`config.mk`:
```
export PLATFORM = sky130hd
export DESIGN_NAME = icache_bank
export DESIGN_NICKNAME = d
export VERILOG_FILES = /design/src/hdl/fetch_addr_pkg.sv /design/src/hdl/fetch_mem_pkg.sv /design/src/hdl/icache_bank.sv
export VERILOG_INCLUDE_DIRS = /design/src /design/src/hdl
export SDC_FILE = /design/constraint.sdc
export NUM_CORES = 2
export LEC_CHECK = 0
export BUFFER_PORTS_ARGS = -buffer_cell sky130_fd_sc_hd__buf_2
export CORE_AREA = 2 2 494 496
export CTS_CLUSTER_SIZE = 40
export DETAILED_ROUTE_END_ITERATION = 8
export DIE_AREA = 0 0 496 498
export REMOVE_ABC_BUFFERS = 1
export SYNTH_ARGS = -nofsm -noshare
export SYNTH_HDL_FRONTEND = slang
export SYNTH_SLANG_ARGS = --single-unit
```
`constraint.sdc`:
```
create_clock -name clk_i -period 12.7 [get_ports clk_i]
set_input_delay 2.54 -clock clk_i [delete_from_list [all_inputs] [get_ports clk_i]]
set_output_delay 2.54 -clock clk_i [all_outputs]
set_load 0.02 [all_outputs]
```
`src/hdl/fetch_defines.svh`:
```
`ifndef FETCH_DEFINES_SVH
`define FETCH_DEFINES_SVH

// address widths, in bits
`define FETCH_VADDR_W 32
`define FETCH_PADDR_W 20

// a line is 16 bytes, a page 4 KB
`define FETCH_LINE_OFF_W 4
`define FETCH_PAGE_OFF_W 12

// line data width
`define FETCH_LINE_W 128

// translation
`define FETCH_TLB_ENTRIES 8

// cache geometry, per bank
`define FETCH_CACHE_SETS 16

// fill channel credits each bank holds out of reset
`define FETCH_FILL_CREDITS 2

`endif
```
`src/hdl/fetch_addr_pkg.sv`:
```
`default_nettype none
`include "fetch_defines.svh"

package fetch_addr_pkg;

    //////////////////////////////
    // address types
    //////////////////////////////

    typedef logic [`FETCH_VADDR_W-1:0] vaddr_t;                      // byte address
    typedef logic [`FETCH_VADDR_W-`FETCH_LINE_OFF_W-1:0] vline_t;    // 16-byte line address
    typedef logic [`FETCH_VADDR_W-`FETCH_PAGE_OFF_W-1:0] vpn_t;      // virtual page number

    //////////////////////////////
    // control flow redirects
    //////////////////////////////

    typedef struct packed {
        logic   init_valid;
        vaddr_t init_addr;     // byte address, banks derive their own line
        logic   resteer_valid;
        vline_t resteer_even;
        vline_t resteer_odd;
        logic   bp_valid;      // taken branch from the predictor
        vline_t bp_even;
        vline_t bp_odd;
    } redirect_t;

    // winning pointer source, seq means no redirect this cycle
    typedef enum logic [1:0] {
        SRC_SEQ,
        SRC_BP,
        SRC_RESTEER,
        SRC_INIT
    } redirect_src_e;

endpackage

`default_nettype wire

```
`src/hdl/fetch_mem_pkg.sv`:
```
`default_nettype none
`include "fetch_defines.svh"

package fetch_mem_pkg;

    typedef logic [`FETCH_PADDR_W-`FETCH_LINE_OFF_W-1:0] pline_t;    // physical line address
    typedef logic [`FETCH_PADDR_W-`FETCH_PAGE_OFF_W-1:0] ppn_t;      // physical frame
    typedef logic [`FETCH_LINE_W-1:0] line_t;

    //////////////////////////////
    // translation
    //////////////////////////////

    typedef struct packed {
        logic                 valid;
        logic                 present;
        logic                 executable;   // clear means fetch faults
        fetch_addr_pkg::vpn_t vpn;
        ppn_t                 ppn;
    } tlb_entry_t;

    typedef struct packed {
        logic                                  en;
        logic [$clog2(`FETCH_TLB_ENTRIES)-1:0] idx;
        tlb_entry_t                            entry;
    } tlb_load_t;

    //////////////////////////////
    // fill channel
    //////////////////////////////

    typedef struct packed {
        logic   valid;
        pline_t pline;
    } fill_req_t;

    typedef struct packed {
        logic   valid;
        pline_t pline;
        line_t  data;
    } fill_rsp_t;

    // what a bank presents to the decoder
    typedef struct packed {
        logic                   valid;
        fetch_addr_pkg::vline_t vline;
        line_t                  data;         // zero on an exception
        logic                   tlb_miss;
        logic                   prot_fault;
    } fetch_out_t;

    typedef enum logic [1:0] {
        ST_IDLE,
        ST_REQ,
        ST_WAIT
    } bank_state_e;

endpackage

`default_nettype wire

```
`src/hdl/icache_bank.sv`:
```
`default_nettype none
`include "fetch_defines.svh"

module icache_bank (
    input  wire logic                       clk_i,
    input  wire logic                       rst_n_i,
    input  wire logic                       active_i,
    input  wire fetch_addr_pkg::vline_t     fetch_line_i,
    input  wire fetch_mem_pkg::ppn_t        ppn_i,
    input  wire logic                       tlb_miss_i,
    input  wire logic                       prot_fault_i,
    input  wire logic                       take_i,
    input  wire fetch_mem_pkg::fill_rsp_t   fill_rsp_i,
    input  wire logic                       fill_credit_i,
    output fetch_mem_pkg::fill_req_t        fill_req_o,
    output fetch_mem_pkg::fetch_out_t       fetch_o,
    output logic                            consumed_o
);

    localparam int PLINE_W = $bits(fetch_mem_pkg::pline_t);
    localparam int OFF_W   = `FETCH_PAGE_OFF_W - `FETCH_LINE_OFF_W;
    localparam int IDX_W   = $clog2(`FETCH_CACHE_SETS);
    localparam int TAG_W   = PLINE_W - IDX_W;
    localparam int CRED_W  = $clog2(`FETCH_FILL_CREDITS + 1);

    // bit 0 picks the bank, so the set index starts at bit 1
    function automatic logic [IDX_W-1:0] line_index(fetch_mem_pkg::pline_t pl);
        return pl[IDX_W:1];
    endfunction

    function automatic logic [TAG_W-1:0] line_tag(fetch_mem_pkg::pline_t pl);
        return {pl[PLINE_W-1:IDX_W+1], pl[0]};
    endfunction

    fetch_mem_pkg::line_t           data_q [`FETCH_CACHE_SETS];
    logic [TAG_W-1:0]               tag_q  [`FETCH_CACHE_SETS];
    logic [`FETCH_CACHE_SETS-1:0]   valid_q;
    fetch_mem_pkg::bank_state_e     state_q;
    fetch_mem_pkg::bank_state_e     state_d;
    logic [CRED_W-1:0]              credit_q;
    fetch_mem_pkg::pline_t          req_line_q;
    fetch_mem_pkg::pline_t          cur_line;
    logic [IDX_W-1:0]               cur_idx;
    logic                           hit;
    logic                           exc;
    logic                           miss;
    logic                           send;
    logic                           rsp_accept;

    //////////////////////////////
    // lookup
    //////////////////////////////

    assign cur_line = {ppn_i, fetch_line_i[OFF_W-1:0]};   // frame + line within page
    assign cur_idx  = line_index(cur_line);
    assign hit      = valid_q[cur_idx] && (tag_q[cur_idx] == line_tag(cur_line));
    assign exc      = tlb_miss_i || prot_fault_i;

    assign miss       = active_i && !exc && !hit && (state_q == fetch_mem_pkg::ST_IDLE);
    assign send       = (state_q == fetch_mem_pkg::ST_REQ) && (credit_q != '0);
    assign rsp_accept = (state_q == fetch_mem_pkg::ST_WAIT) && fill_rsp_i.valid;

    //////////////////////////////
    // miss handling
    //////////////////////////////

    always_comb begin
        state_d = state_q;
        unique case (state_q)
            fetch_mem_pkg::ST_IDLE: if (miss)       state_d = fetch_mem_pkg::ST_REQ;
            fetch_mem_pkg::ST_REQ:  if (send)       state_d = fetch_mem_pkg::ST_WAIT;
            fetch_mem_pkg::ST_WAIT: if (rsp_accept) state_d = fetch_mem_pkg::ST_IDLE;
            default:                                state_d = fetch_mem_pkg::ST_IDLE;
        endcase
    end

    always_ff @(posedge clk_i or negedge rst_n_i) begin
        if (!rst_n_i) begin
            state_q  <= fetch_mem_pkg::ST_IDLE;
            credit_q <= CRED_W'(`FETCH_FILL_CREDITS);
        end else begin
            state_q  <= state_d;
            credit_q <= credit_q - CRED_W'(send) + CRED_W'(fill_credit_i);
        end
    end

    // line under fill, kept even if the pointer is redirected meanwhile
    always_ff @(posedge clk_i) begin
        if (miss) begin
            req_line_q <= cur_line;
        end
    end

    // fill write, valid bits only need clearing
    always_ff @(posedge clk_i or negedge rst_n_i) begin
        if (!rst_n_i) begin
            valid_q <= '0;
        end else if (rsp_accept) begin
            valid_q[line_index(fill_rsp_i.pline)] <= 1'b1;
        end
    end

    always_ff @(posedge clk_i) begin
        if (rsp_accept) begin
            data_q[line_index(fill_rsp_i.pline)] <= fill_rsp_i.data;
            tag_q[line_index(fill_rsp_i.pline)]  <= line_tag(fill_rsp_i.pline);
        end
    end

    //////////////////////////////
    // outputs
    //////////////////////////////

    always_comb begin
        fetch_o.valid      = active_i && (state_q == fetch_mem_pkg::ST_IDLE) && (exc || hit);
        fetch_o.vline      = fetch_line_i;
        fetch_o.data       = exc ? '0 : data_q[cur_idx];
        fetch_o.tlb_miss   = tlb_miss_i;
        fetch_o.prot_fault = prot_fault_i;
    end

    assign fill_req_o = '{valid: send, pline: req_line_q};
    assign consumed_o = take_i && fetch_o.valid;

    a_credit_max: assert property (@(posedge clk_i) disable iff (!rst_n_i)
        credit_q <= CRED_W'(`FETCH_FILL_CREDITS));

    // the environment answers only an outstanding request
    a_rsp_in_wait: assert property (@(posedge clk_i) disable iff (!rst_n_i)
        fill_rsp_i.valid |-> (state_q == fetch_mem_pkg::ST_WAIT));

    // a fill is only asked for a line the bank lacks
    a_req_absent: assert property (@(posedge clk_i) disable iff (!rst_n_i)
        fill_req_o.valid |-> !(valid_q[line_index(req_line_q)]
                               && (tag_q[line_index(req_line_q)] == line_tag(req_line_q))));

endmodule

`default_nettype wire

```
---- After elaboration in Yosys (flattened, before gate mapping) ----
Memories as Yosys holds them, arrays and structs flattened.
Cells that the tools add are included.
operators by class
  multiply operators ...................... 0
  divide/modulo/power cells ............... 0
  reductions and logical operators ........ 17
  bitwise logic cells ..................... 1
  multiplexer cells ....................... 11
  shifts and indexed selects .............. 0
  $add $sub $neg .......................... 2
  magnitude comparators ................... 3
  eq/ne operators ......................... 6
operators by type and width
  operator                                                            number
  2-to-1 mux 128 bit                                                  1
  OR 16 bit                                                           1
  == test 12 bit                                                      1
  logical AND 1 bit                                                   10
  < comparator 4 x 5 -> 1 bit (second input constant)                 2
  2-to-1 mux 2 bit                                                    3
  != test 2 bit (second input constant)                               3
  one-hot mux 2 bit (3 select lines)                                  1
  binary-select mux 1 bit (select 4 bit)                              1
  demux 1 bit (select 4 bit)                                          1
  greater-or-equal comparator 4 x 1 -> 1 bit (second input constant)  1
  2-to-1 mux 1 bit                                                    4
  AND reduction 3 bit                                                 1
  adder 2 x 1 -> 2 bit                                                1
  == test 2 x 1 -> 1 bit (second input constant)                      1
  == test 2 bit (second input constant)                               1
  zero test 1 bit                                                     2
  zero test 2 bit                                                     1
  logical OR 1 bit                                                    2
  nonzero test 2 bit                                                  1
  subtractor 2 x 1 -> 2 bit                                           1
storage, ports and cells
  bits in writable memories ............... 2240
  register bits after elaboration ......... 36
  output and inout bits ................... 177
  bits of input ports ..................... 188
  logic and storage cells ................. 46
  memories ................................ 2
  latch bits .............................. 0
  memory bits (read-only) ................. 0
memories
  name    words  bits a word  rd ports  clocked after Yosys merged registers in  wr ports  line               source
  data_q  16     128          1         0                                        1         icache_bank.sv:35  fetch_mem_pkg::line_t data_q [`FETCH_CACHE_SETS];
  tag_q   16     12           1         0                                        1         icache_bank.sv:36  logic [TAG_W-1:0] tag_q [`FETCH_CACHE_SETS];

---- Depth between registers and ports, before layout ----
  depth in word-level cells ............... 8
  depth in mapped cells ................... 11
  mapped depth without buffers ............ 7

---- Worst setup path before layout ----
No wires, ideal clock.
  path type ............................... input to register
  from .................................... input port fill_rsp_i[144] (netlist bit)
  to ...................................... register valid_q[0]
  path slack .............................. -0.821 ns
  data required time ...................... 12.574 ns
  stages .................................. 4
  arrival ................................. 13.395 ns
  buffers on the path ..................... 0
  setup time .............................. 0.126 ns
  cells stage by stage .................... nand3b_1 > or3_1 > nor3_1 > or2_2
on the way
  word-level cells in the longest chain between the ends .. 1
RTL lines
  what                            line               source
  start: declaration              icache_bank.sv:13  input wire fetch_mem_pkg::fill_rsp_t fill_rsp_i,
  logical AND 1 bit               icache_bank.sv:61  assign rsp_accept = (state_q == fetch_mem_pkg::ST_WAIT) && fill_rsp_i.valid;
  end signal: assignment          icache_bank.sv:97  valid_q <= '0;
  end signal: indexed assignment  icache_bank.sv:99  valid_q[line_index(fill_rsp_i.pline)] <= 1'b1;
  end: declaration                icache_bank.sv:37  logic [`FETCH_CACHE_SETS-1:0] valid_q;
No other way between the ends.
A chain may end at the register's enable or synchronous reset.

==> qor.yml <==
outcome: "finished, final reports clean"
syn_area_um2: 86600
post-place-ws_ns: 3.76
die-height_um: 498
wl_mm: 206
wl_per_cell_um: 28.2
grt_util_all_layers_pct: 16.5
relSlewSlack_pct: 14.5
period_share_pct: 69.3
ys_seq_area_share_pct: 78.8
start_util_pct: 35.8
top_layer: "met5"
ys_types: 43
path_cells: "buf_8, buf_4, buf_4, mux4_2, mux4_2, and2_1, buf_2"
met3_length_mm: 14.2
multi_input_area_um2: 17400
critPathMaxStageDelay_ns: 0.74
drt-met1-wl_mm: 87.6
die_area_um2: 247000
worstHoldPathCells: 1
rsz0062_at_grt: "false"
ctsResizeCount: 0
hold_ws_ns: 0.463
power.leakage_nw: 31.2
synthArstFlopShare_pct: 0.879
cts_tree: "built"
final_common_cell: "edfxtp_1"
clk_latency_ns: 0.87
power_density_nw_per_um2: 158
htreeDepth: 4
grt_start_max_net_pins: 134
clkTransAtPathRegs_ns: 0.06
register_area_um2: 68200
viasPerCell: 5.30
worst_r2r_path_depth: 5
peakVddDrop_v: 0.000129
drc: 0
rows: 181
max_cap_violations: 0
fin_area_um2: 99400
yosys_warnings: 0
wl_met2_mm: 99.6
hold_class: "reg2reg"
numCtsBuffers: 230
fin_worst_skew_ns: 0.0653
gp_congestion: 0.693
port_buffers: 324
tns_ns: 0
crit_arrival_ns: 6.26
fmax_mhz: 114
drive_gt1_share_pct: 35.7
end_kind: "output pin"
core_area_um2: 242000
hpwl_mm: 102
synthCells: 3439
critPathRequiredTime_ns: 10.16
area_growth_pct: 14.8
antenna_found_initial: 73
numClockSinks: 2276
dr.pass1.iters: 7
synth_seq_cells: 2276
drt.antenna.violating_nets: 0
drtIter0Drc: 3882
min_period_ns: 8.80
n_fill_cell: 20900
place_area_um2: 92100
final_max_slew_viol_count: 0
overflow: 0
synthFlopType: "edfxtp_1"
chipWidth_um: 496
grt_pass1_wl_mm: 294
cts_setup_buffers: 0
syn-mean-instance-area_um2: 25.2
first_global_vias: 39800
nets: 4066
worstMarginPinSlew_ns: 1.28
synth-edff-count: 2256
pin_count: 365
critical_path_class: "in2out"
hold_viol: 0
clockRootBuffer: "clkbuf_16"
cp_slowest_cell: "buf_4"
cts_hold_buffers: 0
vias: 38600
start_kind: "primary input"
final_cell_mix: "edfxtp_1, mux4_2, buf_2"
crit_fanout: 52
clock_path_buffers: 3
fin_ws_ns: 3.90
finalSetupViolations: 0
synthesized netlist by cell type, types with 4 or more instances:
master	instances	area, um2
nor3_1	6	30.0
xor2_1	7	61.3
mux2i_1	23	230
nand2b_1	4	25.0
and2_1	129	807
buf_1	31	116
edfxtp_1	2256	67700
dfrtp_1	19	475
xnor2_1	12	105
nor2_1	24	90.1
buf_2	76	380
nand3_1	4	20.0
mux4_2	691	15600
or2_2	18	113
clkbuf_1	60	225
nand2_1	5	18.8
inv_1	4	15.0
buf_4	35	263
stage by stage:
stage	instances	util, %	total power [mW]
2_1_floorplan	3235	-	8.94
3_3_place_gp	6846	38.1	9.32
4_1_cts	7270	41.1	15.8
5_1_grt	7275	41.1	16.2
6_report	7285	41.1	15.7
3_5_place_dp	6846	38.1	9.34
cell families (layout without fill, tap and decap cells):
kind of cell	after synthesis	count (layout)	share of synthesized area, %
AND/OR/NAND/NOR	204	204	1.39
adder cells (fa/ha/maj)	2	2	0.0289
AO/OA/AOI/OAI	13	13	0.116
flip-flops	2276	2276	78.8
multiplexers	717	717	18.3
buffers and inverters	208	837	1.18
other	0	15	0
XOR/XNOR	19	19	0.192
worst max-delay path, delay by kind of cell:
family / cells / cell delay (ns)
buf+inv: 4 / 2.08
mux: 2 / 1.18
simple gates: 1 / 0.20
sequential cells by signal, indices dropped and copies added, names as in the netlist:
signal,cells
state_q,2
data_q,2048
tag_q,192
req_line_q,16
valid_q,16
credit_q,2
layout make-up:
cell class                      instances  area share, %
Sequential cell                      2276           68.6
Multi-Input combinational cell        955           17.5
Clock buffer                          288           6.05
Tap cell                             3202           4.03
Timing Repair Buffer                  409           2.44
Clock inverter                        136           1.26
Antenna cell                           15         0.0377
Inverter                                4         0.0151
final timing paths:
check	slack, ns	endpoint	start
setup / recovery	3.90	fetch_o[100]	fetch_line_i[1]
hold / removal	0.46	valid_q[7]$_DFFE_PN0P_	valid_q[7]$_DFFE_PN0P_
setup reg to reg	8.59	data_q[3][48]$_DFFE_PP_	state_q[0]$_DFFE_PN0P_
hold reg to reg	0.46	valid_q[7]$_DFFE_PN0P_	valid_q[7]$_DFFE_PN0P_
max in group asynchronous	10.76	credit_q[1]$_DFF_PN1_	rst_n_i
min in group asynchronous	1.60	credit_q[0]$_DFF_PN0_	rst_n_i
where the power goes:
part	switching [mW]	leakage [nW]	total (mW)	internal (mW)
registers	0.0254	20.5	8.38	8.35
logic	0.452	7.15	0.788	0.336
clock network	2.84	3.52	6.50	3.66
total	3.32	31.2	15.7	12.3
routing by layer:
metal / global-route usage, % / up-vias
li1: - / 15700
met1: 23.2 / 21300
met2: 26.4 / 1198
met3: 3.63 / 326
met4: 3.99 / 60
met5: 0 / -
(Power assumes the default switching activity.)
