File: config.mk
export PLATFORM = sky130hd
export DESIGN_NAME = fetch_tlb
export DESIGN_NICKNAME = d
export VERILOG_FILES = /design/src/hdl/fetch_addr_pkg.sv /design/src/hdl/fetch_mem_pkg.sv /design/src/hdl/fetch_tlb.sv
export VERILOG_INCLUDE_DIRS = /design/src /design/src/hdl
export SDC_FILE = /design/constraint.sdc
export NUM_CORES = 1
export LEC_CHECK = 0
export BUFFER_PORTS_ARGS = -buffer_cell sky130_fd_sc_hd__buf_2
export CAP_MARGIN = 0
export CORE_MARGIN = 2
export CORE_UTILIZATION = 45
export CTS_CLUSTER_SIZE = 10
export DETAILED_ROUTE_END_ITERATION = 8
export PLACE_DENSITY = 0.64
export REMOVE_ABC_BUFFERS = 1
export SLEW_MARGIN = 20
export SYNTH_ARGS = -nofsm -noshare
export SYNTH_HDL_FRONTEND = slang
export SYNTH_SLANG_ARGS = --single-unit
File: constraint.sdc
create_clock -name clk_i -period 3.5 [get_ports clk_i]
set_clock_uncertainty 0.15 [all_clocks]
set_input_delay 0.35 -clock clk_i [delete_from_list [all_inputs] [get_ports clk_i]]
set_output_delay 0.35 -clock clk_i [all_outputs]
set_load 0.1 [all_outputs]
File: src/hdl/fetch_defines.svh
`ifndef FETCH_DEFINES_SVH
`define FETCH_DEFINES_SVH

// address widths, in bits
`define FETCH_VADDR_W 32
`define FETCH_PADDR_W 20

// a line is 16 bytes, a page 4 KB
`define FETCH_LINE_OFF_W 4
`define FETCH_PAGE_OFF_W 12

// line data width
`define FETCH_LINE_W 128

// translation
`define FETCH_TLB_ENTRIES 8

// cache geometry, per bank
`define FETCH_CACHE_SETS 16

// fill channel credits each bank holds out of reset
`define FETCH_FILL_CREDITS 2

`endif
File: src/hdl/fetch_addr_pkg.sv
`default_nettype none
`include "fetch_defines.svh"

package fetch_addr_pkg;

    //////////////////////////////
    // address types
    //////////////////////////////

    typedef logic [`FETCH_VADDR_W-1:0] vaddr_t;                      // byte address
    typedef logic [`FETCH_VADDR_W-`FETCH_LINE_OFF_W-1:0] vline_t;    // 16-byte line address
    typedef logic [`FETCH_VADDR_W-`FETCH_PAGE_OFF_W-1:0] vpn_t;      // virtual page number

    //////////////////////////////
    // control flow redirects
    //////////////////////////////

    typedef struct packed {
        logic   init_valid;
        vaddr_t init_addr;     // byte address, banks derive their own line
        logic   resteer_valid;
        vline_t resteer_even;
        vline_t resteer_odd;
        logic   bp_valid;      // taken branch from the predictor
        vline_t bp_even;
        vline_t bp_odd;
    } redirect_t;

    // winning pointer source, seq means no redirect this cycle
    typedef enum logic [1:0] {
        SRC_SEQ,
        SRC_BP,
        SRC_RESTEER,
        SRC_INIT
    } redirect_src_e;

endpackage

`default_nettype wire

File: src/hdl/fetch_mem_pkg.sv
`default_nettype none
`include "fetch_defines.svh"

package fetch_mem_pkg;

    typedef logic [`FETCH_PADDR_W-`FETCH_LINE_OFF_W-1:0] pline_t;    // physical line address
    typedef logic [`FETCH_PADDR_W-`FETCH_PAGE_OFF_W-1:0] ppn_t;      // physical frame
    typedef logic [`FETCH_LINE_W-1:0] line_t;

    //////////////////////////////
    // translation
    //////////////////////////////

    typedef struct packed {
        logic                 valid;
        logic                 present;
        logic                 executable;   // clear means fetch faults
        fetch_addr_pkg::vpn_t vpn;
        ppn_t                 ppn;
    } tlb_entry_t;

    typedef struct packed {
        logic                                  en;
        logic [$clog2(`FETCH_TLB_ENTRIES)-1:0] idx;
        tlb_entry_t                            entry;
    } tlb_load_t;

    //////////////////////////////
    // fill channel
    //////////////////////////////

    typedef struct packed {
        logic   valid;
        pline_t pline;
    } fill_req_t;

    typedef struct packed {
        logic   valid;
        pline_t pline;
        line_t  data;
    } fill_rsp_t;

    // what a bank presents to the decoder
    typedef struct packed {
        logic                   valid;
        fetch_addr_pkg::vline_t vline;
        line_t                  data;         // zero on an exception
        logic                   tlb_miss;
        logic                   prot_fault;
    } fetch_out_t;

    typedef enum logic [1:0] {
        ST_IDLE,
        ST_REQ,
        ST_WAIT
    } bank_state_e;

endpackage

`default_nettype wire

File: src/hdl/fetch_tlb.sv
`default_nettype none
`include "fetch_defines.svh"

module fetch_tlb (
    input  wire logic                       clk_i,
    input  wire logic                       rst_n_i,
    input  wire fetch_mem_pkg::tlb_load_t   tlb_load_i,
    input  wire fetch_addr_pkg::vline_t     lookup_line_i,
    output fetch_mem_pkg::ppn_t             ppn_o,
    output logic                            miss_o,
    output logic                            prot_fault_o
);

    // lines per page, as address bits
    localparam int OFF_W   = `FETCH_PAGE_OFF_W - `FETCH_LINE_OFF_W;
    localparam int VLINE_W = $bits(fetch_addr_pkg::vline_t);

    fetch_mem_pkg::tlb_entry_t      entries_q [`FETCH_TLB_ENTRIES];
    logic [`FETCH_TLB_ENTRIES-1:0]  valid_q;
    logic [`FETCH_TLB_ENTRIES-1:0]  hit_vec;
    fetch_addr_pkg::vpn_t           lookup_vpn;
    fetch_mem_pkg::ppn_t            ppn_sel;
    logic                           exec_sel;

    assign lookup_vpn = lookup_line_i[VLINE_W-1:OFF_W];

    //////////////////////////////
    // entry storage
    //////////////////////////////

    always_ff @(posedge clk_i or negedge rst_n_i) begin
        if (!rst_n_i) begin
            valid_q <= '0;
        end else if (tlb_load_i.en) begin
            valid_q[tlb_load_i.idx] <= tlb_load_i.entry.valid;
        end
    end

    always_ff @(posedge clk_i) begin
        if (tlb_load_i.en) begin
            entries_q[tlb_load_i.idx] <= tlb_load_i.entry;
        end
    end

    // associative match, at most one entry hits so OR-ing is safe
    always_comb begin
        hit_vec  = '0;
        ppn_sel  = '0;
        exec_sel = 1'b0;
        for (int i = 0; i < `FETCH_TLB_ENTRIES; i++) begin
            hit_vec[i] = valid_q[i] && entries_q[i].present
                      && (entries_q[i].vpn == lookup_vpn);
            if (hit_vec[i]) begin
                ppn_sel  = ppn_sel | entries_q[i].ppn;
                exec_sel = exec_sel | entries_q[i].executable;
            end
        end
    end

    assign ppn_o        = ppn_sel;
    assign miss_o       = ~|hit_vec;
    assign prot_fault_o = (|hit_vec) & ~exec_sel;   // mapped but no execute right

    a_single_hit: assert property (@(posedge clk_i) disable iff (!rst_n_i)
        $onehot0(hit_vec));

endmodule

`default_nettype wire

---- Word level (Yosys, flattened, before mapping) ----
Memories as Yosys holds them, arrays and structs flattened.
Index checks and enable logic that the tools add are counted.
storage, ports and cells
  flip-flop bits (word level) ............. 8
  bits in writable memories ............... 248
  bits of input ports ..................... 65
  output and inout bits ................... 10
  memories ................................ 1
cells by class
  order comparisons ....................... 2
  eq/ne operators ......................... 8
  muxes and demuxes ....................... 21
  bitwise gates (word level) .............. 16
  reductions and logical operators ........ 19
memories
  name       words  bits a word  read ports  clocked after memory_dff  wr ports  RTL line         RTL
  entries_q  8      31           8           0                         1         fetch_tlb.sv:18  fetch_mem_pkg::tlb_entry_t entries_q [`FETCH_TLB_ENTRIES];
operator list
  kind                                                  number
  equality test 20 bit                                  8
  2-to-1 mux 8 bit                                      8
  bitwise OR 8 bit                                      7
  logical AND 1 bit                                     17
  2-to-1 mux 1 bit                                      11
  bitwise mux 8 bit                                     1
  OR reduction 8 bit                                    1
  bitwise OR 1 bit                                      7
  < comparator 3 x 4 -> 1 bit (second input constant)   1
  demux 1 bit (select 3 bit)                            1
  >= comparator 3 x 1 -> 1 bit (second input constant)  1
  AND 1 bit                                             1
  zero test 1 bit                                       1
  inverter 1 bit                                        1

---- Logic depth before layout (Yosys ltp) ----
Gate-level depths: netlist of run 1.
  depth in word-level cells ............... 19
  gate-level depth with buffers ........... 8
  depth with buffers taken out ............ 6

---- Least setup slack after synthesis of run 1 ----
No wires, ideal clock.
  path type ............................... input to register
  from .................................... input tlb_load_i[31] (netlist name)
  to ...................................... register valid_q[0]
  setup time .............................. 0.125 ns
  data arrival time ....................... 3.136 ns
  slack ................................... 0.089 ns
  stages .................................. 3
  cell sequence ........................... nand2b_1 > nor3_1 > mux2_2
between the ends
  longest elaborated chain between the ends .. 5
  elaborated cells on any way between the ends .. 6
RTL lines
  element                                                                                                   RTL line         RTL
  from (decl)                                                                                               fetch_tlb.sv:7   input wire fetch_mem_pkg::tlb_load_t tlb_load_i,
  < comparator 3 x 4 -> 1 bit (implied by the code) / >= comparator 3 x 1 -> 1 bit (equally long branches)  fetch_tlb.sv:35  valid_q[tlb_load_i.idx] <= tlb_load_i.entry.valid;
  logical AND 1 bit (implied by the code)                                                                   fetch_tlb.sv:35
  2-to-1 mux 1 bit (implied by the code)                                                                    fetch_tlb.sv:35
  demux 1 bit (select 3 bit) (*)                                                                            fetch_tlb.sv:35
  bitwise mux 8 bit (*)                                                                                     fetch_tlb.sv:35
  to (signal, indexed assignment)                                                                           fetch_tlb.sv:35
  to (decl)                                                                                                 fetch_tlb.sv:19  logic [`FETCH_TLB_ENTRIES-1:0] valid_q;
Every way passes the cells marked *; elsewhere a longest branch is shown, timed or not.
A chain may end at the register's enable or synchronous reset.

==> flow_metrics.tcl, run 1 <==
set metrics [dict create \
    place_hpwl_mm 15.3 \
    insertion_delay_ps 530 \
    clockBufferDepth 3 \
    crit_path_max_fanout 8 \
    r2r_slack_ps 2580 \
    synth-seq-cells 248 \
    p_leak_nw 3.92 \
    num_vias 5383 \
    fillers 1844 \
    max_freq_ghz 0.295 \
    numCtsBuffers 28 \
    hp-start "tlb_load_i[12]" \
    synth_top_flop_cell "edfxtp_1" \
    antennaDiodeCount 0 \
    fp.coreArea_mm2 0.0224 \
    cts_tree "built" \
    p_per_area_mw_per_mm2 530 \
    cts_setup_buffers 0 \
    slew_headroom 0.418 \
    grt_setup_unrepaired "no" \
    hold_path.class "in -> reg" \
    portBuffers 66 \
    syn_inst 596 \
    h-tree-depth 1 \
    clkPwrFrac 0.399 \
    p_int_mw 5.03 \
    r2r_cells 1 \
    place_congestion 0.782 \
    drc 0 \
    fp.dieH_um 154 \
    yosysTopAreaCell "edfxtp_1" \
    post-route-period-util 0.970 \
    hold_end "entries_q[1][12]" \
    grt_pass1_wl_mm 34.6 \
    firstDrtPassIters 5 \
    critPathLaunchType "flip-flop" \
    yosys-top-cells-area "edfxtp_1 (71%), xnor2_1 (12%), dfrtp_1 (2.0%)" \
    timing.rr.start "valid_q[5]" \
    cp_data_required_time_ps 3000 \
    critPathKind "reg -> out" \
    synthTopCellsByCount "edfxtp_1 (240), xnor2_1 (136), nand4_1 (32)" \
    final_core_util 0.533 \
    period_needed_ps 3390 \
    avgRoutedWirePerCell_um 23.0 \
    slew_violations 0 \
    routed_via_density 5.36 \
    worstSetupEndpointType "output pin" \
    num_rows 55 \
    p_seq_frac 0.539 \
    syn_avg_cell_area_um2 17.1 \
    wl_mm 23.1 \
    clock_tree.root_cell "clkbuf_16" \
    synth-edff-count 240 \
    maxCapViolCount 0 \
    grt_use_total 0.197 \
    grt_max_degree 32 \
    fin_setup_tns_ps 0 \
    die_width_um 154 \
    dieArea_mm2 0.0239 \
    ant_nets 0 \
    p_sw_mw 1.31 \
    layout-drive-gt1-share 0.213 \
    fin_nets 775 \
    yosys_warnings 0 \
    peakVddDrop_mv 0.363 \
    holdPathStages 1 \
    grt_overflow 0 \
    yosysSeqAreaShare 0.727 \
    io_pins 75 \
    synth_most_common_cell "edfxtp_1" \
    clk_pin_slew_worst_paths_ps 50 \
    synthArstFlopShare 0.0323 \
    netlist.area_leader.share 0.707 \
    regToRegEndpoint "valid_q[5]" \
    ys_types 29 \
    drt_iter0_drc 427 \
    syn_to_final_growth_pct 17.3 \
    cts.sinks 248 \
    combPwrFrac 0.062 \
    setup_viol 0 \
    post_cts_resized 0 \
    status "completed" \
    hold_viol 0 \
    crit_arrival_ps 2890 \
    first_global_vias 5512 \
    instances_no_fill 1005 \
    synthesis.area_mm2 0.0102 \
    initial_core_util 0.454 \
    p_sw_frac 0.207 \
    dp_cells 943 \
    worst_slew_pin_slew_ps 871 \
    antenna_found_initial 0 \
]
[flip-flops by register name, summed over array words and instances (netlist names)]
signal     cells
valid_q        8
entries_q    240
[routing by layer]
| metal | track usage | share of wire | vias up |
|---|---|---|---|
| li1 | - | - | 2464 |
| met1 | 0.276 | 0.44 | 2731 |
| met2 | 0.336 | 0.49 | 169 |
| met3 | 0.0249 | 0.052 | 19 |
| met4 | 0.0370 | 0.012 | 0 |
| met5 | 0 | 0 | - |
[worst max-delay path, cell delays in order (launching register included)]
cell and delay (ps):
edfxtp_1 370, xor2_1 150, nor4_1 400, nand4_1 380, nor2_4 380, a22oi_1 140, nand3_1 100, buf_2 430
[power by group through the flow]
stage / Clock [mW] / Combinational [mW] / Sequential (mW)
final: 2.53 / 0.390 / 3.42
after floorplan: 0 / 0.183 / 3.47
after global placement: 0 / 0.364 / 3.47
after CTS: 2.58 / 0.395 / 3.42
after detailed placement: 0 / 0.373 / 3.48
after global routing: 2.70 / 0.421 / 3.43
[layout make-up]
cell class              count  area (µm²)  share of cell area
multi-input cells         322        2590               0.217
inverters                   2        7.51            0.000628
flip-flops and latches    248        7410               0.620
well taps                 285         357              0.0298
clock buffers              40         767              0.0642
repair buffers            108         821              0.0687
[repair_timing]
action	4_1_cts	5_1_grt
setup endpoints to repair	0	2
hold buffers	22	0
endpoints found under the hold margin	171	0
[kinds of logic after synthesis]
logic type | synth area share
AO/OA/AOI/OAI | 0.0199
XOR/XNOR | 0.141
buffers and inverters | 0.0242
flip-flops | 0.727
multiplexers | 0.00884
AND/OR/NAND/NOR | 0.0792
[worst max-delay path by stage]
stage	slack (ps)	endpoint	cells past startpoint	start
after floorplan	90	valid_q[0]	3	tlb_load_i[31]
after global placement	380	ppn_o[7]	9	lookup_line_i[9]
after detailed placement	400	ppn_o[7]	8	lookup_line_i[10]
after CTS	50	ppn_o[7]	8	entries_q[3][9]
after global routing	0.7	prot_fault_o	7	entries_q[3][15]
final	110	ppn_o[7]	7	entries_q[3][17]
[cell usage in the layout, fill, tap and decap left out]
master	Yosys	final
a2111oi_0	8	8
buf_12	0	8
nor4_2	8	8
nand3_1	29	29
buf_4	5	20
or3_1	1	1
xnor2_2	5	5
and2_1	6	6
xnor2_1	136	136
clkbuf_16	0	29
nor3_2	0	2
mux2_2	8	8
nor2_4	1	7
and3_2	4	4
xor2_1	19	19
nor4_1	4	4
nor4_4	1	1
and2_2	1	1
dfrtp_1	8	8
nand4_1	32	32
edfxtp_1	240	240
nor2_1	13	7
clkbuf_1	0	11
a211oi_2	1	1
inv_1	2	2
buf_2	2	58
a22oi_1	16	16
and3_1	19	19
and2_4	1	1
dlygate4sd3_1	0	22
nand2b_1	3	3
nand2_1	2	2
nor3_1	4	2
[metrics by stage]
step | total power, mW | instance area (µm²) | setup WS (ps) | hold WS (ps)
final | 6.34 | 12000 | 106 | 6.39
after global routing | 6.55 | 12000 | 0.749 | 5.69
after CTS | 6.40 | 12000 | 53.0 | 0.0737
after detailed placement | 3.85 | 11000 | 403 | 54.1
after global placement | 3.84 | 11000 | 385 | 51.2
after floorplan | 3.66 | 9950 | 89.1 | -95.6
Note: power is estimated with default switching activity, not from simulation.
==> run 2: changes to the inputs <==
==> constraint.sdc (replaced) <==
create_clock -name clk_i -period 3.5 [get_ports clk_i]
set_clock_uncertainty 0.15 [all_clocks]
set_input_delay 0.7 -clock clk_i [delete_from_list [all_inputs] [get_ports clk_i]]
set_output_delay 0.7 -clock clk_i [all_outputs]
set_load 0.1 [all_outputs]
==> flow_metrics.tcl, run 2 (same netlist as run 1, synthesis figures left out) <==
set metrics [dict create \
    period_needed_ps 3530 \
    p_per_area_mw_per_mm2 509 \
    post-route-period-util 1.01 \
    clk_pin_slew_worst_paths_ps 50 \
    violations "setup timing" \
    first_global_vias 5780 \
    fillers 1746 \
    drt_iter0_drc 366 \
    grt_pass1_wl_mm 35.5 \
    layout-drive-gt1-share 0.337 \
    num_vias 5581 \
    grt_setup_unrepaired "yes" \
    routed_via_density 5.23 \
    finalPower_mw 6.49 \
    critPathKind "in -> out" \
    place_congestion 0.799 \
    ant_nets 0 \
    regMostFlops "entries_q" \
    placed_cell_area_mm2 0.0116 \
    cts.sinks 248 \
    syn_to_final_growth_pct 25.1 \
    worstSetupEndpointType "output pin" \
    grt_use_total 0.200 \
    grt_max_degree 32 \
    io_pins 75 \
    final_common_cell "edfxtp_1" \
    fp.dieH_um 154 \
    max_freq_ghz 0.283 \
    antenna_found_initial 0 \
    crit_arrival_ps 2680 \
    regToRegEndpoint "valid_q[5]" \
    cp-endpoint "prot_fault_o" \
    p_leak_nw 4.45 \
    clockBufferDepth 3 \
    drc 0 \
    cts_tree "built" \
    r2r_slack_ps 2580 \
    insertion_delay_ps 550 \
    antennaDiodeCount 0 \
    initial_core_util 0.454 \
    cp_data_required_time_ps 2650 \
    fp.coreArea_mm2 0.0224 \
    critPathLaunchType "input port" \
    crit_start "lookup_line_i[22]" \
    setup_ws_ps -30.5 \
    slew_violations 0 \
    clock_tree.root_cell "clkbuf_16" \
    maxCapViolCount 0 \
    dp_cells 1014 \
    firstDrtPassIters 4 \
    dieArea_mm2 0.0239 \
    layout_common_cells "edfxtp_1 (240), xnor2_1 (125), buf_4 (91)" \
    num_rows 55 \
    status "finished with violations" \
    peakVddDrop_mv 0.444 \
    grt_overflow 0 \
    largest_register_ffs 240 \
    hold_viol 0 \
    timing.rr.start "valid_q[5]" \
    h-tree-depth 1 \
    worst_slew_pin_slew_ps 631 \
    die_width_um 154 \
    crit_path_max_fanout 6 \
    r2r_cells 1 \
    hold_path.class "in -> reg" \
    numCtsBuffers 29 \
    reg_top3 "entries_q (240), valid_q (8)" \
    instances_no_fill 1068 \
    slew_headroom 0.579 \
    wl_mm 23.4 \
    fin_nets 833 \
    portBuffers 66 \
    setup_viol 3 \
    final_area_mm2 0.0128 \
    place_hpwl_mm 15.9 \
    avgRoutedWirePerCell_um 21.9 \
]
-- run 2: changes by cell type in the layout (fill, tap and decap cells not counted), sizes merged --
| cell | previous run | this run |
|---|---|---|
| dlygate4sd3 | 22 | 1 |
| buf | 86 | 164 |
| inv | 2 | 4 |
| clkbuf | 40 | 44 |
-- run 2: worst min-delay path by stage --
stage / startpoint / to / slack (ps) / cells past startpoint
2_1_floorplan: rst_n_i / valid_q[0] / 250 / 0
3_3_place_gp: valid_q[0] / valid_q[0] / 340 / 1
3_5_place_dp: valid_q[1] / valid_q[1] / 350 / 1
4_1_cts: tlb_load_i[6] / entries_q[1][6] / 270 / 1
5_1_grt: tlb_load_i[3] / entries_q[4][3] / 280 / 1
6_report: tlb_load_i[3] / entries_q[1][3] / 290 / 1
-- run 2: layout make-up --
| cell class | count | area, µm² | area share |
|---|---|---|---|
| Inverter | 2 | 7.51 | 0.000589 |
| Clock inverter | 2 | 28.8 | 0.00226 |
| Sequential cell | 248 | 7410 | 0.581 |
| Tap cell | 285 | 357 | 0.0280 |
| Clock buffer | 44 | 782 | 0.0613 |
| Timing Repair Buffer | 165 | 1340 | 0.105 |
| Multi-Input combinational cell | 322 | 2830 | 0.222 |
-- run 2: critical path, cell delays in order --
cell,delay (ps)
buf_2,150
buf_12,140
xnor2_1,230
nand4_1,210
nor4_4,300
buf_4,170
and2_4,200
nor4_4,60
a211oi_2,290
buf_12,220
-- run 2: metal layers --
layer | vias to the layer above | track usage | share of wire
met5 | - | 0 | 0
met4 | 0 | 0.0463 | 0.020
met3 | 35 | 0.0347 | 0.049
met2 | 149 | 0.335 | 0.49
met1 | 2796 | 0.277 | 0.44
li1 | 2601 | - | -
-- run 2: metrics by stage --
step                 util  setup WS (ps)  hold slack, ps  TNS [ps]
finish              0.569          -30.5             288     -82.4
global route        0.569           -162             278     -1030
CTS                 0.563          -48.4             269      -202
detailed placement  0.517           -225             352     -1800
global placement    0.517           -201             344     -1590
floorplan               -           -284             254     -5520
-- run 2: where the power goes --
part           leakage [nW]  switching [mW]  internal (mW)  total [mW]
Combinational          1.78           0.241          0.199       0.440
Clock                 0.389            1.10           1.52        2.63
Sequential             2.28          0.0442           3.38        3.42
-- run 2: repair_timing --
| item | 4_1_cts | 5_1_grt |
|---|---|---|
| buffers inserted | 4 | 3 |
| gates resized for setup | 40 | 16 |
| setup endpoints to repair | 10 | 10 |
| hold buffers | 1 | 0 |
| gates cloned | 0 | 0 |
| pin swaps | 20 | 12 |
| endpoints found under the hold margin | 8 | 0 |
