--- src/hdl/fetch_defines.svh ---
`ifndef FETCH_DEFINES_SVH
`define FETCH_DEFINES_SVH

// address widths, in bits
`define FETCH_VADDR_W 32
`define FETCH_PADDR_W 20

// a line is 16 bytes, a page 4 KB
`define FETCH_LINE_OFF_W 4
`define FETCH_PAGE_OFF_W 12

// line data width
`define FETCH_LINE_W 128

// translation
`define FETCH_TLB_ENTRIES 8

// cache geometry, per bank
`define FETCH_CACHE_SETS 16

// fill channel credits each bank holds out of reset
`define FETCH_FILL_CREDITS 2

`endif
--- src/hdl/fetch_addr_pkg.sv ---
`default_nettype none
`include "fetch_defines.svh"

package fetch_addr_pkg;

    //////////////////////////////
    // address types
    //////////////////////////////

    typedef logic [`FETCH_VADDR_W-1:0] vaddr_t;                      // byte address
    typedef logic [`FETCH_VADDR_W-`FETCH_LINE_OFF_W-1:0] vline_t;    // 16-byte line address
    typedef logic [`FETCH_VADDR_W-`FETCH_PAGE_OFF_W-1:0] vpn_t;      // virtual page number

    //////////////////////////////
    // control flow redirects
    //////////////////////////////

    typedef struct packed {
        logic   init_valid;
        vaddr_t init_addr;     // byte address, banks derive their own line
        logic   resteer_valid;
        vline_t resteer_even;
        vline_t resteer_odd;
        logic   bp_valid;      // taken branch from the predictor
        vline_t bp_even;
        vline_t bp_odd;
    } redirect_t;

    // winning pointer source, seq means no redirect this cycle
    typedef enum logic [1:0] {
        SRC_SEQ,
        SRC_BP,
        SRC_RESTEER,
        SRC_INIT
    } redirect_src_e;

endpackage

`default_nettype wire

--- src/hdl/fetch_addr_select.sv ---
`default_nettype none
`include "fetch_defines.svh"

module fetch_addr_select #(
    parameter int PARITY = 0
) (
    input  wire logic                       clk_i,
    input  wire logic                       rst_n_i,
    input  wire fetch_addr_pkg::redirect_t  redirect_i,
    input  wire logic                       consumed_i,
    output fetch_addr_pkg::vline_t          fetch_line_o,
    output logic                            started_o
);

    fetch_addr_pkg::vline_t        init_line;
    fetch_addr_pkg::vline_t        init_line_par;
    fetch_addr_pkg::vline_t        ptr_q;
    fetch_addr_pkg::vline_t        ptr_d;
    fetch_addr_pkg::redirect_src_e src_sel;
    logic                          started_q;

    // init line of our parity, next line if the init line is the other bank's
    assign init_line = redirect_i.init_addr[`FETCH_VADDR_W-1:`FETCH_LINE_OFF_W];
    assign init_line_par = (init_line[0] == 1'(PARITY))
                         ? init_line
                         : init_line + fetch_addr_pkg::vline_t'(1);

    //////////////////////////////
    // source priority
    //////////////////////////////

    always_comb begin
        if (redirect_i.init_valid) begin
            src_sel = fetch_addr_pkg::SRC_INIT;
        end else if (redirect_i.resteer_valid) begin
            src_sel = fetch_addr_pkg::SRC_RESTEER;
        end else if (redirect_i.bp_valid) begin
            src_sel = fetch_addr_pkg::SRC_BP;
        end else begin
            src_sel = fetch_addr_pkg::SRC_SEQ;
        end
    end

    always_comb begin
        unique case (src_sel)
            fetch_addr_pkg::SRC_INIT:    ptr_d = init_line_par;
            fetch_addr_pkg::SRC_RESTEER: ptr_d = (PARITY == 1) ? redirect_i.resteer_odd
                                                               : redirect_i.resteer_even;
            fetch_addr_pkg::SRC_BP:      ptr_d = (PARITY == 1) ? redirect_i.bp_odd
                                                               : redirect_i.bp_even;
            default:                     ptr_d = consumed_i ? ptr_q + fetch_addr_pkg::vline_t'(2)
                                                            : ptr_q;   // other bank owns the gap
        endcase
    end

    always_ff @(posedge clk_i or negedge rst_n_i) begin
        if (!rst_n_i) begin
            ptr_q     <= '0;
            started_q <= 1'b0;
        end else begin
            ptr_q <= ptr_d;
            if (src_sel != fetch_addr_pkg::SRC_SEQ) begin
                started_q <= 1'b1;
            end
        end
    end

    assign fetch_line_o = ptr_q;
    assign started_o    = started_q;

    // a redirected pointer has to land in this bank
    a_ptr_parity: assert property (@(posedge clk_i) disable iff (!rst_n_i)
        (src_sel != fetch_addr_pkg::SRC_SEQ) |=> (ptr_q[0] == 1'(PARITY)));

endmodule

`default_nettype wire

--- config.mk ---
export PLATFORM = sky130hd
export DESIGN_NAME = fetch_addr_select
export DESIGN_NICKNAME = d
export VERILOG_FILES = /design/src/hdl/fetch_addr_pkg.sv /design/src/hdl/fetch_addr_select.sv
export VERILOG_INCLUDE_DIRS = /design/src /design/src/hdl
export SDC_FILE = /design/constraint.sdc
export NUM_CORES = 1
export LEC_CHECK = 0
export ABC_AREA = 0
export BUFFER_PORTS_ARGS = -buffer_cell sky130_fd_sc_hd__buf_4
export CORE_MARGIN = 4
export CORE_UTILIZATION = 35
export DETAILED_ROUTE_END_ITERATION = 16
export PLACE_DENSITY = 0.79
export SLEW_MARGIN = 10
export SYNTH_ARGS = -nofsm -noshare
export SYNTH_HDL_FRONTEND = slang
export SYNTH_SLANG_ARGS = --single-unit
--- constraint.sdc ---
create_clock -name clk_i -period 4.5 [get_ports clk_i]
set_clock_uncertainty 0.2 [all_clocks]
set_input_delay 0.45 -clock clk_i [delete_from_list [all_inputs] [get_ports clk_i]]
set_output_delay 0.45 -clock clk_i [all_outputs]
set_load 0.05 [all_outputs]
# --- Yosys cells after proc, flatten, opt, wreduce, memory -nomap -nowiden ---
# Index checks and enable logic that the tools add are counted.
word_totals:
  elab_cells: 15
  in_bits: 150
  regBits: 29
  output_inout_bits: 29
op_classes:
  n_reduce_logical: 2
  n_addsub: 2
  n_mux: 6
  eq_ne: 3
ops:
  columns: ["operator", "count"]
  rows:
  - ["28-bit case mux with 3 select lines", 1]
  - ["28-bit two-way mux", 2]
  - ["28-bit by 1-bit adder with 28-bit output, second input constant", 1]
  - ["28-bit by 2-bit adder with 28-bit output, second input constant", 1]
  - ["2-bit equality test, second input constant", 2]
  - ["2-bit two-way mux", 2]
  - ["4-bit nonzero test", 1]
  - ["2-bit by 1-bit equality test with 1-bit output, second input constant", 1]
  - ["2-bit nonzero test", 1]
  - ["1-bit two-way mux", 1]

# --- Depth between registers and ports, before layout ---
# Gate-level depths: netlist of the first run.
depth:
  word_depth: 5
  mapped_depth: 8
  mapped_depth_nobuf: 7

# --- Least setup slack after synthesis of the first run ---
# OpenSTA, ideal clock, no wires.
synth_path:
  path_type: "flip-flop to flip-flop"
  startpoint: "reg ptr_q[1], in the netlist fetch_line_o[1]"
  endpoint: "reg ptr_q[17], in the netlist fetch_line_o[17]"
  required_ps: 4235
  setup_ps: 65
  setup_slack_ps: 2015
  arrival_time_ps: 2220
  period_less_slack_ps: 2485
  path_stages_with_launch: 8
  n_path_buf: 0
  path_cell_list: "dfrtp_1 ha_1 and4_1 nand3_1 or2_2 or3b_1 a31oi_1 a21o_1"
synth_via:
  elab_chain_cells: 3
synth_rtl:
  columns: ["element", "line", "source"]
  rows:
  - ["from (decl)", "fetch_addr_select.sv:17", "fetch_addr_pkg::vline_t ptr_q;"]
  - ["from (signal assigned)", "fetch_addr_select.sv:61", "ptr_q <= ptr_d;"]
  - ["28-bit by 2-bit adder with 28-bit output", "fetch_addr_select.sv:51", "default: ptr_d = consumed_i ? ptr_q + fetch_addr_pkg::vline_t'(2)"]
  - ["28-bit two-way mux", "fetch_addr_select.sv:51", null]
  - ["28-bit case mux with 3 select lines", "fetch_addr_select.sv:45", "unique case (src_sel)"]
# Every way passes these cells. The select of a mux whose other input is x is not followed.
# A chain may end at the register's enable or synchronous reset.

# --- Final worst setup path of the first run ---
layout_path:
  startpoint: "in redirect_i[129] (netlist name)"
  endpoint: "reg ptr_q[27], in the netlist fetch_line_o[27]"
layout_via:
  elab_chain_cells: 3
layout_rtl:
  columns: ["element", "line", "source"]
  rows:
  - ["from (decl)", "fetch_addr_select.sv:9", "input wire fetch_addr_pkg::redirect_t redirect_i,"]
  - ["28-bit by 1-bit adder with 28-bit output", "fetch_addr_select.sv:26", ": init_line + fetch_addr_pkg::vline_t'(1);"]
  - ["28-bit two-way mux", "fetch_addr_select.sv:25", "? init_line"]
  - ["28-bit case mux with 3 select lines", "fetch_addr_select.sv:45", null]
# Every way passes these cells.

==> results of run 1 <==
## synthesized netlist by cell type, types with 2 or more instances
master	count
nand2_1	33
nor2_1	32
dfrtp_1	29
nand3_1	24
a21oi_1	19
xor2_1	18
o22ai_1	17
xnor2_1	15
clkbuf_1	14
nor3_1	14
nand4_1	13
inv_1	12
o21ai_0	11
a211oi_1	10
a31oi_1	8
nor4_1	8
mux2i_1	7
buf_1	6
nor2b_1	6
a221oi_1	5
and4_1	5
a22oi_1	4
and3_1	4
nand2b_1	4
o211ai_1	3
o22a_1	3
o31a_1	3
o31ai_1	3
a211o_1	2
and2_1	2
clkinv_1	2
ha_1	2
nor4b_1	2
o21ai_1	2
o311a_1	2
or3_1	2
or3b_1	2
or4_1	2
## per-stage QoR
step | power, mW | cell area (um2)
6_report | 0.928 | 3800
5_1_grt | 0.980 | 3800
4_1_cts | 0.927 | 3800
3_5_place_dp | 0.720 | 3700
3_3_place_gp | 0.712 | 3700
2_1_floorplan | 0.553 | 2770
## sequential cells by signal, summed over array words and instances (netlist names)
| name | count |
|---|---|
| fetch_line_o | 28 |
| started_o | 1 |
## metal layers
layer	vias up	track usage, %
li1	1595	-
met1	1530	25.6
met2	153	34.8
met3	27	2.31
met4	0	8.86
met5	-	0
## where the power goes
part | switching (mW) | total [mW] | internal [mW]
Combinational | 0.234 | 0.387 | 0.153
Clock | 0.104 | 0.211 | 0.107
Sequential | 0.0420 | 0.330 | 0.288
Total | 0.380 | 0.928 | 0.548
## logic make-up (layout without fill, tap and decap cells)
kind of cell	after synthesis	count (layout)	share of synthesized area, %
buf+inv	35	142	5.02
fa+ha+maj	2	2	0.905
flops	29	29	26.2
xor+xnor	33	33	10.5
mux	8	8	2.94
simple gates	157	157	29.8
compound gates	101	101	24.7
## worst max-delay path, stage by stage
cell	delay [ns]
buf_4	0.12
nand4_1	0.43
nor3_1	0.55
a21oi_1	0.13
nor4_1	0.64
o22ai_1	0.18
a21oi_1	0.17
## how the worst max path moves through the flow
stage / startpoint / endpoint / slack, ns / cells past startpoint
after floorplan: fetch_line_o[1] / fetch_line_o[17] / 2.01 / 7
after global placement: redirect_i[129] / fetch_line_o[27] / 1.76 / 7
after detailed placement: redirect_i[129] / fetch_line_o[27] / 1.64 / 7
after CTS: redirect_i[129] / fetch_line_o[27] / 1.93 / 7
after global routing: redirect_i[129] / fetch_line_o[27] / 1.68 / 7
final: redirect_i[129] / fetch_line_o[27] / 1.83 / 7
## cells in the final DEF, fill, tap and decap left out, drive strengths merged, types with 4 or more instances in the layout
cell / count
a211oi: 10
a21oi: 19
a221oi: 5
a22oi: 4
a31oi: 8
and3: 4
and4: 5
buf: 119
clkbuf: 6
clkinv: 4
dfrtp: 29
inv: 12
mux2i: 7
nand2: 33
nand2b: 4
nand3: 24
nand4: 14
nor2: 32
nor2b: 6
nor3: 14
nor4: 9
o21ai: 13
o22ai: 17
xnor2: 15
xor2: 18
## what timing repair did
action,in CTS,in global routing
endpoints found under the hold margin,29,0
buffers inserted,0,0
hold buffers,1,0
## final cells by class
type / instances / share of cell area (%)
multi-input combinational: 301 / 50.2
tap: 102 / 3.36
clock inverter: 2 / 0.264
clock buffer: 6 / 1.91
timing repair buffer: 120 / 23.8
sequential: 29 / 19.1
inverter: 14 / 1.38
==> flow_summary_export.csv, run 1 <==
group,metric,value,unit
status,status,"completed",
routing,drc_errors,0,
layout,multi_input_area,1910,um2
yosys,synthFlopType,"dfrtp_1",
floorplanning,fp.dieH,96.9,um
routing,wl_per_cell,16.9,um
cts,clock_path_buffers,2,
placed_design,dp_cells,565,
global_routing,grt_overflow,0,
placed_design,post-dp-hpwl,7650,um
layout,final-seq-area,726,um2
min_path,min_path_type,"in -> reg",
min_path,hold_start,"redirect_i[85]",
timing,slew_viol_final,0,
routing,wl_met2,4760,um
yosys,synth_edf_count,0,
timing,rsz0062_at_grt,"no",
layout,diodes,0,
worst_setup_path,crit_required,4.51,ns
cts,tritoncts,"done",
cts,clkLatencyLatePin,0.29,ns
cts,clkTransAtPathRegs,0.06,ns
timing,slew_headroom,44.7,%
timing,tns,0,ns
floorplanning,fp.dieArea,9390,um2
cts,ctsResizeCount,0,
yosys,ys_warn_count,0,
layout,nets,623,
pwr,powerDensity,244,nW/um2
layout,areaGrowthSynthToFinish,37.3,%
worst_setup_path,r2r-end,"fetch_line_o[26]",
global_routing,grt_max_degree,47,
timing,setup_viol,0,
pwr,peakVddDrop,94.6,uV
yosys,synth-seq-cells,29,
floorplanning,die_w,96.9,um
worst_setup_path,crit_path_max_fanout,13,
worst_setup_path,crit_type,"in -> reg",
worst_setup_path,worstSetupStartpointType,"primary input",
timing,hold_viol,0,
global_routing,grt_pass1_wl,15700,um
worst_setup_path,endpoint_kind,"register",
yosys,ys_types,53,
job,maxCapViolations,0,
yosys,synth_top_area_share,26.2,%
floorplanning,start_util,36.0,%
yosys,avgSynthCellArea,7.58,um2
yosys,yosys.area.top_type,"dfrtp_1",
cts,root_buffer,"clkbuf_8",
cts,cts_buffers,5,
floorplanning,io_pins,179,
routing,num_vias,3305,
routing,firstDrtPassIters,5,
timing,worst_slack,1.83,ns
yosys,synth_nets,517,
global_routing,antenna_found_initial,0,
min_path,hold_path_depth,3,
floorplanning,coreArea,7690,um2
routing,ant_nets,0,
worst_setup_path,worst-r2r-setup-slack,2.03,ns
min_path,min_to,"fetch_line_o[0]",
timing,hold_slack,0.237,ns
worst_setup_path,cp.arrival,2.68,ns
worst_setup_path,r2r-start,"fetch_line_o[8]",
placed_design,place_congestion,0.865,
layout,fin_util,49.4,%
worst_setup_path,r2r_cells,6,
global_routing,track_usage,20.3,%
routing,met1_length,4090,um
placed_design,io_buffers,118,
cts,htree_levels,2,
yosys,syn_inst,365,
routing,routed_wl,9710,um
routing,routed.top_layer,"met4",
routing,first_iter_violations,272,
global_routing,grt_pass1_vias,3270,
layout,drive_gt1_share,28.2,%
timing,timing.final.crit_share,59.4,%
pwr,power_leakage,1.56,nW
timing,worstMarginPinSlew,0.818,ns
yosys,syn-cell-area,2770,um2
routing,wl_met3,562,um
yosys,synthArstFlopShare,100,%
layout,finalNonFillerCells,574,
cts,clock_sinks,29,
layout,fillCellCount,774,
floorplanning,core.rowCount,32,
timing,layout_min_cycle_time,2.67,ns
routing,via_per_inst,5.76,
placed_design,dp_slack,1.64,ns
timing,fmax,0.374,GHz
yosys,ys_top_cells_by_area,"dfrtp_1 (26%), xor2_1 (5.7%), xnor2_1 (4.8%)",
yosys,synth_sequential_area_ratio,26.2,%
Power figures use the tool's default switching activity.
==> inputs of run 2 (changes only) <==
==> constraint.sdc (replaced) <==
create_clock -name clk_i -period 2.5 [get_ports clk_i]
set_clock_uncertainty 0.2 [all_clocks]
set_input_delay 0.25 -clock clk_i [delete_from_list [all_inputs] [get_ports clk_i]]
set_output_delay 0.25 -clock clk_i [all_outputs]
set_load 0.05 [all_outputs]
==> run 2 against run 1 <==
Net effect:
- die area stayed put
- flip-flop and latch count stayed put
- register-to-register slack worse by 1.8 ns
- sequential power is 80% higher
- first-iteration DRC count is 1.1% higher
- sequential share of layout area is 0.71 points lower
- combinational power is 85% higher
- clock power is 84% higher
- final area is 3.9% higher
==> flow_summary_export.csv, run 2 (synthesis results as in run 1) <==
group,metric,value,unit
status,status,"completed",
pwr,clock_power_share,22.9,%
placed_design,post-dp-hpwl,8030,um
cts,root_buffer,"clkbuf_8",
cts,clock_path_buffers,2,
floorplanning,die_w,96.9,um
timing,hold_viol,0,
layout,fillCellCount,762,
routing,wl_per_cell,16.6,um
timing,slew_viol_final,0,
pwr,switching_share,39.7,%
worst_setup_path,worstSetupStartpointType,"register",
cts,clkTransAtPathRegs,0.06,ns
worst_setup_path,endpoint_kind,"register",
timing,setup_viol,0,
cts,clock_sinks,29,
routing,num_vias,3391,
worst_setup_path,path_delay_family,"simple AND/OR/NAND/NOR gates",
worst_setup_path,crit_top_cell,"nand3_1",
pwr,powerDensity,430,nW/um2
layout,nets,642,
routing,drc_errors,0,
timing,tns,0,ns
worst_setup_path,path_cells,"and4_1 -> nand3_1 -> nor3_1 -> nand3_1 -> nand3_1 -> or3b_1",
min_path,hold_path_depth,3,
cts,ctsResizeCount,0,
routing,first_iter_violations,275,
timing,rsz0062_at_grt,"no",
worst_setup_path,critPathBufInv,0,
global_routing,track_usage,20.1,%
worst_setup_path,cp.arrival,2.28,ns
placed_design,dp_slack,0.0680,ns
timing,worstMarginPinSlew,0.615,ns
layout,final_common_cell,"buf_4",
pwr,total_power,1.70,mW
global_routing,antenna_found_initial,0,
worst_setup_path,r2r_cells,6,
routing,via_per_inst,5.73,
pwr,peakVddDrop,163,uV
worst_setup_path,crit_required,2.46,ns
global_routing,grt_pass1_wl,15600,um
layout,most-common-layout-cells,"buf_4 (138), nand2_1 (33), nor2_1 (32)",
floorplanning,io_pins,179,
cts,tritoncts,"done",
floorplanning,core.rowCount,32,
routing,firstDrtPassIters,5,
pwr,seqPwrFrac,35.0,%
timing,timing.final.crit_share,92.8,%
placed_design,io_buffers,118,
pwr,switchingPower,0.674,mW
floorplanning,start_util,36.0,%
worst_setup_path,cp_slowest_cell,"dfrtp_1",
cts,cts_buffers,5,
layout,areaGrowthSynthToFinish,42.6,%
cts,htree_levels,2,
floorplanning,fp.dieH,96.9,um
timing,slew_headroom,58.6,%
layout,diodes,0,
layout,drive_gt1_share,30.8,%
global_routing,grt_pass1_vias,3279,
cts,ctsHoldBuffers,1,
cts,clkLatencyLatePin,0.28,ns
floorplanning,coreArea,7690,um2
global_routing,grt_overflow,0,
timing,fmax,0.431,GHz
routing,ant_nets,0,
pwr,power_leakage,1.65,nW
job,maxCapViolations,0,
min_path,min_path_type,"in -> reg",
pwr,intPower,1.02,mW
worst_setup_path,max_stage_delay,0.45,ns
timing,layout_min_cycle_time,2.32,ns
global_routing,grt_max_degree,30,
worst_setup_path,crit_path_max_fanout,7,
routing,routed_wl,9850,um
worst_setup_path,path_depth,6,
cts,postCtsSetupBuffers,0,
floorplanning,fp.dieArea,9390,um2
timing,worst_slack,0.181,ns
placed_design,place_congestion,0.897,
worst_setup_path,crit_type,"reg -> reg",
layout,largest_register_ffs,28,
pwr,combPwrFrac,42.1,%
[run 2: layer usage]
metal	up-vias	global-route usage, %	routed length, um
met5	-	0	0
met2	154	36.1	4940
met4	0	7.45	208
met1	1589	24.3	4020
met3	19	2.81	684
li1	1629	-	-
[run 2: area by class of cell]
type	count	area, um2	area share [%]
well taps	102	128	3.24
repair buffers	139	1050	26.5
flip-flops and latches	29	726	18.4
clock buffers	7	86.3	2.19
multi-input cells	301	1910	48.3
inverters	14	52.6	1.33
[run 2: final timing paths]
kind,from,to,slack [ns]
max,fetch_line_o[8],fetch_line_o[22],0.18
min,redirect_i[85],fetch_line_o[0],0.03
max reg2reg,fetch_line_o[8],fetch_line_o[22],0.18
min reg2reg,started_o,started_o,0.27
max in group asynchronous,rst_n_i,started_o,1.58
min in group asynchronous,rst_n_i,fetch_line_o[6],0.24
[run 2: per-stage QoR]
stage	instance area (um2)	util (%)	hold slack, ns	std cells
2_1_floorplan	2770	-	-0.246	365
3_3_place_gp	3850	50.0	0.000767	584
3_5_place_dp	3850	50.0	0.000532	584
4_1_cts	3940	51.3	0.0209	592
5_1_grt	3940	51.3	0.0321	592
6_report	3940	51.3	0.0278	592
[run 2: worst min-delay path, delay by kind of cell]
family | cells | cell delay [ns]
and+or+nand+nor | 1 | 0.08
AOI/OAI and AO/OA | 1 | 0.05
buffers and inverters | 1 | 0.08
[run 2: power groups by stage]
| stage | clock network (mW) | logic, mW | registers [mW] |
|---|---|---|---|
| final | 0.389 | 0.715 | 0.593 |
| after global routing | 0.413 | 0.767 | 0.603 |
| after CTS | 0.395 | 0.715 | 0.592 |
| after detailed placement | 0 | 0.711 | 0.600 |
| after global placement | 0 | 0.700 | 0.597 |
| after floorplan | 0 | 0.239 | 0.757 |
==> inputs of run 3 (changes only) <==
--- a/config.mk
+++ b/config.mk
@@ -9,9 +9,9 @@
 export ABC_AREA = 0
 export BUFFER_PORTS_ARGS = -buffer_cell sky130_fd_sc_hd__buf_4
 export CORE_MARGIN = 4
-export CORE_UTILIZATION = 35
+export CORE_UTILIZATION = 25
 export DETAILED_ROUTE_END_ITERATION = 16
-export PLACE_DENSITY = 0.79
+export PLACE_DENSITY = 0.63
 export SLEW_MARGIN = 10
 export SYNTH_ARGS = -nofsm -noshare
 export SYNTH_HDL_FRONTEND = slang
==> run 3 against run 2 <==
Net effect:
- count of clock-buffer cells in the layout did not move
- non-clock buffer count grew 7
- critical path depth stayed put
- highest routed layer unchanged
==> flow_summary_export.csv, run 3 (synthesis results as in run 1) <==
group,metric,value,unit
cts,clock_sinks,29,
timing,setup_viol,0,
cts,postCtsSetupBuffers,0,
cts,root_buffer,"clkbuf_8",
placed_design,dp_cells,629,
worst_setup_path,endpoint_kind,"register",
layout,finalNonFillerCells,638,
layout,diodes,0,
placed_design,place_congestion,0.860,
cts,clock_path_buffers,2,
routing,drc_errors,0,
floorplanning,core.rowCount,38,
cts,clkLatencyLatePin,0.29,ns
worst_setup_path,worstSetupStartpointType,"register",
layout,final_common_cell,"buf_4",
cts,clkTransAtPathRegs,0.07,ns
global_routing,track_usage,16.1,%
min_path,hold_start,"redirect_i[85]",
worst_setup_path,crit_path_max_fanout,7,
floorplanning,fp.dieArea,12800,um2
timing,hold_slack,0.0115,ns
worst_setup_path,cp.arrival,2.32,ns
routing,via_per_inst,5.26,
routing,ant_nets,0,
worst_setup_path,path_depth,6,
worst_setup_path,critPathBufInv,0,
cts,tritoncts,"done",
worst_setup_path,crit_path_start,"fetch_line_o[10]",
routing,first_iter_violations,236,
worst_setup_path,cp_slowest_cell,"dfrtp_1",
layout,areaGrowthSynthToFinish,47.3,%
routing,num_vias,3356,
pwr,powerDensity,454,nW/um2
layout,fillCellCount,1169,
timing,rsz0062_at_grt,"no",
timing,timing.final.crit_share,91.7,%
timing,tns,0,ns
layout,largest_register_ffs,28,
timing,worstMarginPinSlew,0.569,ns
worst_setup_path,crit_required,2.52,ns
floorplanning,fp.dieH,113,um
worst_setup_path,crit_type,"reg -> reg",
timing,hold_viol,0,
placed_design,post-dp-hpwl,8780,um
pwr,power_leakage,1.70,nW
layout,fin_util,37.6,%
global_routing,grt_overflow,0,
worst_setup_path,path_cells,"and4_1 -> nand3_1 -> or2_2 -> or3b_1 -> a31oi_1 -> a21o_1",
timing,layout_min_cycle_time,2.29,ns
status,status,"completed",
global_routing,grt_max_degree,30,
global_routing,grt_pass1_vias,3273,
layout,nets,649,
floorplanning,die_w,113,um
placed_design,io_buffers,118,
worst_setup_path,path_delay_family,"simple AND/OR/NAND/NOR gates",
worst_setup_path,max_stage_delay,0.45,ns
min_path,min_path_type,"in -> reg",
routing,wl_per_cell,16.9,um
min_path,hold_path_depth,3,
global_routing,grt_pass1_wl,16700,um
timing,slew_headroom,62.1,%
job,maxCapViolations,0,
global_routing,antenna_found_initial,0,
cts,htree_levels,2,
pwr,peakVddDrop,188,uV
floorplanning,io_pins,179,
layout,most-common-layout-cells,"buf_4 (145), nand2_1 (33), nor2_1 (32)",
timing,slew_viol_final,0,
floorplanning,coreArea,10800,um2
cts,cts_buffers,5,
layout,drive_gt1_share,31.9,%
worst_setup_path,r2r_cells,6,
routing,routed_wl,10800,um
timing,fmax,0.436,GHz
routing,firstDrtPassIters,4,
worst_setup_path,r2r-start,"fetch_line_o[10]",
floorplanning,start_util,25.5,%
## run 3: cell count changes in the layout (fill, tap and decap cells not counted)
cell / delta
buf_4: +7
bufinv_16: +1
## run 3: timing repair
action                                 CTS  global route
hold buffers                             1             0
gates resized for setup                  0             0
endpoints found under the hold margin   29             0
## run 3: through the flow
stage / power, mW / worst slack (ns) / area (um2)
after floorplan: 0.996 / 0.0150 / 2770
after global placement: 1.32 / 0.0574 / 3950
after detailed placement: 1.33 / 0.0274 / 3950
after CTS: 1.85 / 0.238 / 4070
after global routing: 1.92 / 0.0963 / 4070
final: 1.85 / 0.207 / 4070
## run 3: worst paths after layout
kind                                    endpoint  slack [ns]
worst max-delay path            fetch_line_o[17]        0.21
worst min-delay path             fetch_line_o[0]        0.01
worst max register to register  fetch_line_o[17]        0.21
worst min register to register         started_o        0.27
max in group asynchronous       fetch_line_o[11]        1.57
min in group asynchronous       fetch_line_o[16]        0.24
## run 3: layout make-up
cell class,count,area (um2),share of cell area [%]
Multi-Input combinational cell,301,1910,46.8
Timing Repair Buffer,146,1100,27.0
Sequential cell,29,726,17.8
Tap cell,140,175,4.30
Clock buffer,7,86.3,2.12
Inverter,14,52.6,1.29
Clock inverter,1,30.0,0.737
## run 3: worst reg2reg max path, cell delays in order, from the launching register on
cell,delay [ns]
dfrtp_1,0.45
and4_1,0.30
nand3_1,0.24
or2_2,0.39
or3b_1,0.37
a31oi_1,0.17
a21o_1,0.10
## run 3: power breakdown
| group | switching, mW | internal, mW |
|---|---|---|
| sequential | 0.0683 | 0.518 |
| combinational | 0.443 | 0.297 |
| clock | 0.198 | 0.325 |
| total | 0.709 | 1.14 |
## run 3: layer usage
layer | GRT usage, % | up-vias | share of wire (%)
met1 | 21.1 | 1607 | 44
li1 | - | 1640 | -
met2 | 28.1 | 97 | 50
met3 | 2.30 | 12 | 4.7
met4 | 3.37 | 0 | 1.4
met5 | 0 | - | 0
